<file path="src/rtl/cache_pkg.sv">
// l1 data cache shared definitions
// geometry defaults, line type, memory ops, bus tags and controller states

package cache_pkg;

  // default geometry, 4 ways x 32 sets x 64 B = 8 KB
  parameter int ADDR_W_DEF = 64;
  parameter int WAYS_DEF   = 4;
  parameter int SETS_DEF   = 32;

  // word and line shape
  parameter int WORD_W         = 64;
  parameter int WORDS_PER_LINE = 8;
  parameter int OFFSET_W       = 6;

  // word 0 sits in the low bits
  typedef logic [WORDS_PER_LINE-1:0][WORD_W-1:0] line_t;

  // loads first, then stores
  typedef enum logic [3:0] {
    LD, LW, LH, LB,
    LWU, LHU, LBU,
    SD, SW, SH, SB
  } mem_op_t;

  // tag carried on both bus channels
  typedef enum logic [1:0] {
    NONE      = 2'd0,
    MEM_READ  = 2'd1,
    MEM_WRITE = 2'd2
  } bus_tag_t;

  // access sequencing in the controller
  typedef enum logic [2:0] {
    IDLE,
    LOOKUP,
    WRITEBACK,
    FILL,
    UPDATE
  } ctrl_state_t;

endpackage

</file>
<file path="src/rtl/cache_ifs.sv">


interface xfer_if import cache_pkg::*; #(
  parameter int ADDR_W = ADDR_W_DEF
) ();
  // start pulses, only while the engine is idle
  logic              start_fill;
  logic              start_wb;
  // line aligned address for either transfer
  logic [ADDR_W-1:0] line_addr;
  line_t             wb_line;
  line_t             fill_line;
  logic              xfer_done;

  modport ctrl (
    output start_fill, start_wb, line_addr, wb_line,
    input  fill_line, xfer_done
  );

  modport engine (
    input  start_fill, start_wb, line_addr, wb_line,
    output fill_line, xfer_done
  );
endinterface

</file>
<file path="src/rtl/bus_engine.sv">
// memory bus engine
// runs line fills and dirty writebacks on the tagged request and response
// channels, holding each request beat until it is acknowledged
`timescale 1ns/10ps

module bus_engine import cache_pkg::*; #(
  parameter int ADDR_W = ADDR_W_DEF
) (
  input  logic              clk,
  input  logic              reset,
  xfer_if.engine            xfer,
  output logic              bus_reqcyc,
  input  logic              bus_reqack,
  output logic [WORD_W-1:0] bus_req,
  output bus_tag_t          bus_reqtag,
  input  logic              bus_respcyc,
  input  logic [WORD_W-1:0] bus_resp,
  input  bus_tag_t          bus_resptag,
  output logic              bus_respack
);
  localparam int BEAT_W = $clog2(WORDS_PER_LINE) + 1;

  typedef enum logic [1:0] {
    ENG_IDLE,
    ENG_WB,
    ENG_FILL_REQ,
    ENG_FILL_DATA
  } eng_state_t;

  eng_state_t        state;
  logic [BEAT_W-1:0] beat;
  logic [ADDR_W-1:0] base_addr;
  line_t             wb_buf;
  line_t             fill_buf;
  logic              resp_beat;

  assign base_addr = xfer.line_addr;
  // a fill word arrives
  assign resp_beat = (state == ENG_FILL_DATA) && bus_respcyc && (bus_resptag == MEM_READ);
  assign xfer.fill_line = fill_buf;

  always_ff @(posedge clk) begin
    if (!reset) begin
      state          <= ENG_IDLE;
      beat           <= '0;
      bus_reqcyc     <= 1'b0;
      bus_reqtag     <= NONE;
      bus_respack    <= 1'b0;
      xfer.xfer_done <= 1'b0;
    end else begin
      bus_respack    <= 1'b0;
      xfer.xfer_done <= 1'b0;
      case (state)
        ENG_IDLE: begin
          beat <= '0;
          if (xfer.start_wb) begin
            // address beat first, line kept for the data beats
            bus_reqcyc <= 1'b1;
            bus_req    <= WORD_W'(base_addr);
            bus_reqtag <= MEM_WRITE;
            wb_buf     <= xfer.wb_line;
            state      <= ENG_WB;
          end else if (xfer.start_fill) begin
            bus_reqcyc <= 1'b1;
            bus_req    <= WORD_W'(base_addr);
            bus_reqtag <= MEM_READ;
            state      <= ENG_FILL_REQ;
          end
        end
        ENG_WB: begin
          if (bus_reqack) begin
            if (beat == BEAT_W'(WORDS_PER_LINE)) begin
              // last data word taken
              bus_reqcyc     <= 1'b0;
              bus_reqtag     <= NONE;
              xfer.xfer_done <= 1'b1;
              state          <= ENG_IDLE;
            end else begin
              bus_req <= wb_buf[beat[BEAT_W-2:0]];
              beat    <= beat + 1'b1;
            end
          end
        end
        ENG_FILL_REQ: begin
          if (bus_reqack) begin
            bus_reqcyc <= 1'b0;
            bus_reqtag <= NONE;
            state      <= ENG_FILL_DATA;
          end
        end
        ENG_FILL_DATA: begin
          if (resp_beat) begin
            fill_buf[beat[BEAT_W-2:0]] <= bus_resp;
            bus_respack                <= 1'b1;
            beat                       <= beat + 1'b1;
            if (beat == BEAT_W'(WORDS_PER_LINE - 1)) begin
              xfer.xfer_done <= 1'b1;
              state          <= ENG_IDLE;
            end
          end
        end
        default: state <= ENG_IDLE;
      endcase
    end
  end

endmodule

</file>
<file path="src/flat_wrapper.sv">
// flat-port wrapper written by rule: the top's interface ports become plain ports
module bus_engine_flat import cache_pkg::*;
#(
  parameter int ADDR_W = ADDR_W_DEF
)
  (clk, reset, bus_reqcyc, bus_reqack, bus_req, bus_reqtag, bus_respcyc, bus_resp, bus_resptag, bus_respack, xfer_start_fill, xfer_start_wb, xfer_line_addr, xfer_wb_line, xfer_fill_line, xfer_xfer_done);
  xfer_if #(.ADDR_W(ADDR_W)) xfer_i ();
  input  logic clk;
  input  logic reset;
  output logic bus_reqcyc;
  input  logic bus_reqack;
  output logic [WORD_W-1:0] bus_req;
  output bus_tag_t bus_reqtag;
  input  logic bus_respcyc;
  input  logic [WORD_W-1:0] bus_resp;
  input  bus_tag_t bus_resptag;
  output logic bus_respack;
  input wire logic [$bits(xfer_i.start_fill)-1:0] xfer_start_fill;
  input wire logic [$bits(xfer_i.start_wb)-1:0] xfer_start_wb;
  input wire logic [$bits(xfer_i.line_addr)-1:0] xfer_line_addr;
  input wire logic [$bits(xfer_i.wb_line)-1:0] xfer_wb_line;
  output wire logic [$bits(xfer_i.fill_line)-1:0] xfer_fill_line;
  output wire logic [$bits(xfer_i.xfer_done)-1:0] xfer_xfer_done;
  assign xfer_i.start_fill = xfer_start_fill;
  assign xfer_i.start_wb = xfer_start_wb;
  assign xfer_i.line_addr = xfer_line_addr;
  assign xfer_i.wb_line = xfer_wb_line;
  assign xfer_fill_line = xfer_i.fill_line;
  assign xfer_xfer_done = xfer_i.xfer_done;
  bus_engine #(.ADDR_W(ADDR_W)) u_core (.clk(clk), .reset(reset), .xfer(xfer_i), .bus_reqcyc(bus_reqcyc), .bus_reqack(bus_reqack), .bus_req(bus_req), .bus_reqtag(bus_reqtag), .bus_respcyc(bus_respcyc), .bus_resp(bus_resp), .bus_resptag(bus_resptag), .bus_respack(bus_respack));
endmodule
</file>
<file path="config.mk">
export PLATFORM = sky130hd
export DESIGN_NAME = bus_engine_flat
export DESIGN_NICKNAME = d
export VERILOG_FILES = /design/src/rtl/cache_pkg.sv /design/src/rtl/cache_ifs.sv /design/src/rtl/bus_engine.sv /design/src/flat_wrapper.sv
export SDC_FILE = /design/constraint.sdc
export NUM_CORES = 1
export LEC_CHECK = 0
export BUFFER_PORTS_ARGS = -buffer_cell sky130_fd_sc_hd__buf_2
export CORE_AREA = 2 2 473 475
export DETAILED_ROUTE_END_ITERATION = 7
export DIE_AREA = 0 0 475 477
export SYNTH_ARGS = -nofsm -noshare
export SYNTH_HDL_FRONTEND = slang
export SYNTH_SLANG_ARGS = --single-unit
</file>
<file path="constraint.sdc">
create_clock -name clk -period 13.9 [get_ports clk]
set_input_delay 1.39 -clock clk [delete_from_list [all_inputs] [get_ports clk]]
set_output_delay 1.39 -clock clk [all_outputs]
set_load 0.01 [all_outputs]
</file>
* Word level (Yosys, flattened, before mapping)
Cells that the tools add are included.
** Operators by class
- Magnitude comparators :: 2
- Mux-type cells :: 38
- Reduce and logical (&&, ||, !) cells :: 14
- Add/sub/neg operators :: 1
- Equal/unequal tests :: 13
** Operator list (count)
- 512-bit bitwise mux :: 1
- 64-bit 2-to-1 mux :: 6
- 64-bit binary-select mux with 3-bit select :: 1
- 64-bit demux with 3-bit select :: 1
- 64-bit case mux with 2 select lines :: 1
- 2-bit 2-to-1 mux :: 10
- 4-bit 2-to-1 mux :: 3
- 4-bit case mux with 3 select lines :: 1
- 1-bit 2-to-1 mux :: 10
- 5-bit AND reduction :: 2
- 2-bit != test (second input constant) :: 4
- 2-bit case mux with 4 select lines :: 1
- 2-bit case mux with 3 select lines :: 1
- 3-bit AND reduction :: 2
- 6-bit AND reduction :: 1
- 3-bit nonzero test :: 2
- 4-bit by 1-bit adder with 4-bit output (second input constant) :: 1
- 2-bit by 1-bit == test with 1-bit output (second input constant) :: 2
- 2-bit == test (second input constant) :: 2
- 4-bit by 3-bit == test with 1-bit output (second input constant) :: 1
- 4-bit == test (second input constant) :: 1
- 3-bit by 4-bit less-than comparator with 1-bit output (second input constant) :: 1
- 2-bit by 1-bit != test with 1-bit output (second input constant) :: 2
- 4-bit AND reduction :: 1
- 8 further kinds :: 10
** Word-level totals
- Word-level logic and storage cells :: 91
- Output and inout bits :: 581
- Register bits after elaboration :: 1099

* Logic depth before layout (Yosys ltp)
- Word-level depth :: 5
- Mapped depth :: 8

* Worst setup path before layout
OpenSTA, ideal clock, no wires.
- Path type :: input to register
- Start :: input port reset
- End :: register u_core.wb_buf[0] (netlist bit) (enable)
- Stages on the path :: 3
- Arrival :: 13.653 ns
- Buffers on the path :: 2
- Library setup time :: 0.949 ns
- Slack :: -0.701 ns
- Cell sequence :: clkbuf_1 -> clkbuf_1 -> and3_1
** On the way
- Word-level cells in the longest chain between the ends :: 1
** RTL lines
- start, declared :: line flat_wrapper.sv:9 : input logic reset;
- 3-bit AND reduction (no line)
- end signal, assigned :: line bus_engine.sv:61 : wb_buf <= xfer.wb_line;
- end, declared :: line bus_engine.sv:33 : line_t wb_buf;
Every way passes these cells.
A chain may end at the register's enable or synchronous reset.

* Worst setup path in the final report
- Start :: register u_core.beat[1]
- End :: register u_core.bus_req[59] (data pin)
** On the way
- Word-level cells in the longest chain between the ends :: 5
** RTL lines
- start, declared :: line bus_engine.sv:31 : logic [BEAT_W-1:0] beat;
- start signal, assigned :: line bus_engine.sv:80 : beat <= beat + 1'b1;
- start signal, assigned :: line bus_engine.sv:95 : beat <= beat + 1'b1;
- 64-bit binary-select mux with 3-bit select :: line bus_engine.sv:79 : bus_req <= wb_buf[beat[BEAT_W-2:0]];
- 64-bit 2-to-1 mux (implied by the code) :: line bus_engine.sv:79
- 64-bit 2-to-1 mux :: line bus_engine.sv:72 : if (beat == BEAT_W'(WORDS_PER_LINE)) begin
- 64-bit 2-to-1 mux :: line bus_engine.sv:71 : if (bus_reqack) begin
- 64-bit case mux with 2 select lines :: line bus_engine.sv:53 : case (state)
- end signal, assigned :: line bus_engine.sv:59 : bus_req <= WORD_W'(base_addr);
- end signal, assigned :: line bus_engine.sv:65 : bus_req <= WORD_W'(base_addr);
- end signal, assigned :: line bus_engine.sv:79
- end, declared :: line bus_engine.sv:14 : output logic [WORD_W-1:0] bus_req,
Every way passes these cells. The select of a mux whose other input is x is not followed.

==> run metrics <==
cells after synthesis=1628; PortBufs=1228; Nets=about 3.6k; flops & latches, synth=approximately 1.1k; Commonest cells post-synth=edfxtp_1, nand2_1, mux4_2; Fin. Hold Viols=0; area leader, netlist=edfxtp_1; largest net degree at the start of global routing=178; global-route wire length before repair=192.6 mm; pre-CTS WS=9.277 ns; Post-Syn Area=37810 um^2; largest family of logic cells by synthesized area=multiplexers; share of layout cells above drive strength 1=51.95%; Slowest-stage cell, CP=dfxtp_4; CTS tree=yes; total core area=221400 um^2; most used cell, CP=buf_4; Buf/Inv on CP=3; CTS root buf=clkbuf_16; GPL Wtd Cong=0.8619; die area=226600 um^2; sequential element share of the synthesized area=slightly below 90%; drt pass-1 iters=5; Yosys Warn Count=0; peak per-stage delay on the critical path=0.93 ns; max-slew violation count=0; WL per Instance=24.64 um; Filler cells=about 23k; Rel. slew slack=9.660%; CP required=14.36 ns; Post-Synth Simple-Gate Area=under 10%; Die X=around 480 um; H-tree depth=3; Worst-Margin Slew=1.355 ns; VDD IR max=approximately 0.10 mV; Yosys cell types=39; TNS Setup=0 ns; DRT iter0 DRCs=roughly 1.8k; GRT Total Usage=12.57%; row count=173; outcome=completed; HP Start=u_core.bus_reqtag[0]$_SDFFE_PN0P_; nature of the critical path startpoint=flip-flop; asr flop ratio synth=0%; Detailed Place HPWL=116.0 mm; Ports=1229; max-cap violation count=0; area grow syn2layout=36.59%; clock transition at the registers of the reported paths=0.06 ns; Pwr Density=158.1 nW/um^2; Post-synth EDFFs=~1.1k; cells along the critical path=buf_4 > buf_4 > buf_4 > mux4_2 > nand2_1 > a31oi_1; ANT nets after route=0; mux share of post-synthesis cell area=7.624%; hold_ws=a little under 0.5 ns; syn_area_per_cell=roughly 23 um^2; postcts setup bufs=0; Post-CTS Resized=0; antenna violations before repair=approximately 130; Reg2Reg Depth=6; vias in the first global route=21.68k; Min-Delay Path Depth=2; Max Root-Sink Buffers=3; Arr. time, crit path=4.66 ns; Worst setup EP type=flip-flop; total wire length=~150 mm; Via density=~3.7; post-layout worst setup margin=approximately 9.7 ns; post-synthesis compound-gate area fraction=approximately 1.6%; CTS Hold Buffers Added=0; Synth Area in Adders=less than 1%; count leader, synth=edfxtp_1; xor/xnor share of the synthesized area=0%; maximum fanout along the worst path=46; Mapped Nets=2285; Setup Crit Path Kind=flip-flop to flip-flop; HP Class=flip-flop to flip-flop; Pleak=0.01829 uW; number of CTS-inserted buffers=115; Top delay family on crit path=buffers and inverters; worst reg2reg path endpoint=u_core.bus_req[59]$_DFFE_PP_; DRC errors left=0; FMAX=238.3 MHz; Die Ht=around 480 um; effective utilization at floorplan=about 17%; Final Setup Violations=0; main flop type after synthesis=edfxtp_1; unrepaired setup endpoints after global routing=no; RR Startpoint=u_core.beat[1]$_SDFFE_PN0P_; Clock Sinks=between 1k and 1.5k; ranking of synthesized cells by area=edfxtp_1, mux4_2, nand2_1; post-synth top area share=86.41%; grt ovf=0; Hold Path Sink=u_core.bus_reqtag[0]$_SDFFE_PN0P_; flop2flop setup slack=between 9 and 10 ns; via count=22.28k; post-route clock period utilization=between 30% and 40%; Clk Latency, worst-skew pair=0.77 ns; clock skew=approximately 0.075 ns; final worst path period need=around 4.2 ns
-- sequential cells by signal, indices dropped and copies added (netlist names) --
signal,flops
u_core.bus_req,64
u_core.state,2
u_core.bus_reqtag,2
u_core.wb_buf,512
u_core.bus_reqcyc,1
u_core.bus_respack,1
u_core.xfer.fill_line,512
u_core.xfer.xfer_done,1
u_core.beat,4
-- power by group --
group          internal, uW  switching, uW  leakage, uW
combinational           264            579      0.00635
clock                  1820           1360      0.00189
sequential             4000            134       0.0100
-- cell usage in the layout (no fill, tap or decap), drive strengths merged, types with 3 or more instances in the layout --
master	n
buf	1253
edfxtp	1088
nand2	141
clkbuf	135
mux4	128
nor2	72
a31oi	64
clkinv	48
diode	34
bufinv	15
inv	14
dfxtp	11
ha	9
o21ai	8
clkinvlp	7
nor3	5
a21boi	3
nor3b	3
a21oi	3
-- layer usage --
metal | routed length [um] | vias to the layer above | track usage, %
met3 | 14750 | 320 | 4.234
li1 | - | 9297 | -
met4 | 5726 | 52 | 5.231
met5 | 309 | - | 0
met1 | 53910 | 11150 | 14.08
met2 | 74140 | 1458 | 21.70
-- worst reg2reg max path, stage by stage, from the launching register on --
cell     delay [ns]
dfxtp_4        0.93
buf_4          0.81
buf_4          0.58
buf_4          0.75
mux4_2         0.65
nand2_1        0.08
a31oi_1        0.09
-- worst max-delay path by stage --
stage,end,cells past startpoint,slack [ns],start
6_report,u_core.bus_req[59]$_DFFE_PP_,6,9.70,u_core.beat[1]$_SDFFE_PN0P_
5_1_grt,u_core.bus_req[51]$_DFFE_PP_,6,9.26,u_core.beat[1]$_SDFFE_PN0P_
4_1_cts,u_core.bus_req[59]$_DFFE_PP_,6,9.56,u_core.beat[1]$_SDFFE_PN0P_
3_5_place_dp,u_core.wb_buf[191]$_DFFE_PP_,4,9.28,reset
3_3_place_gp,u_core.wb_buf[256]$_DFFE_PP_,4,9.36,reset
2_1_floorplan,u_core.wb_buf[0]$_DFFE_PP_,3,5.36,reset
-- metrics by stage --
step                cell area [um^2]  power [uW]  cells  util (%)
finish                         51650        8163   6041     23.32
global route                   51590        8458   6017     23.30
CTS                            51560        8286   6007     23.28
detailed placement             47640        5073   5794     21.51
global placement               47640        5065   5794     21.51
floorplan                      37810        4586   1628         -
-- final cells by class --
type	count	area, um^2	area share (%)
Sequential cell	1099	32900	63.71
Timing Repair Buffer	1253	6371	12.34
Multi-Input combinational cell	461	4617	8.940
Tap cell	2975	3722	7.207
Clock buffer	135	2974	5.759
Clock inverter	78	948.4	1.836
Antenna cell	34	85.08	0.1647
Inverter	6	25.02	0.04845
-- kinds of logic (layout without fill, tap and decap cells) --
kind of cell / Yosys count / in the layout
AOI/OAI and AO/OA: 92 / 92
adders and majority gates: 9 / 9
buffers and inverters: 68 / 1472
DFF: 1099 / 1099
muxes: 128 / 128
other: 0 / 34
and+or+nand+nor: 232 / 232
Note: power is estimated with default switching activity, not from simulation.
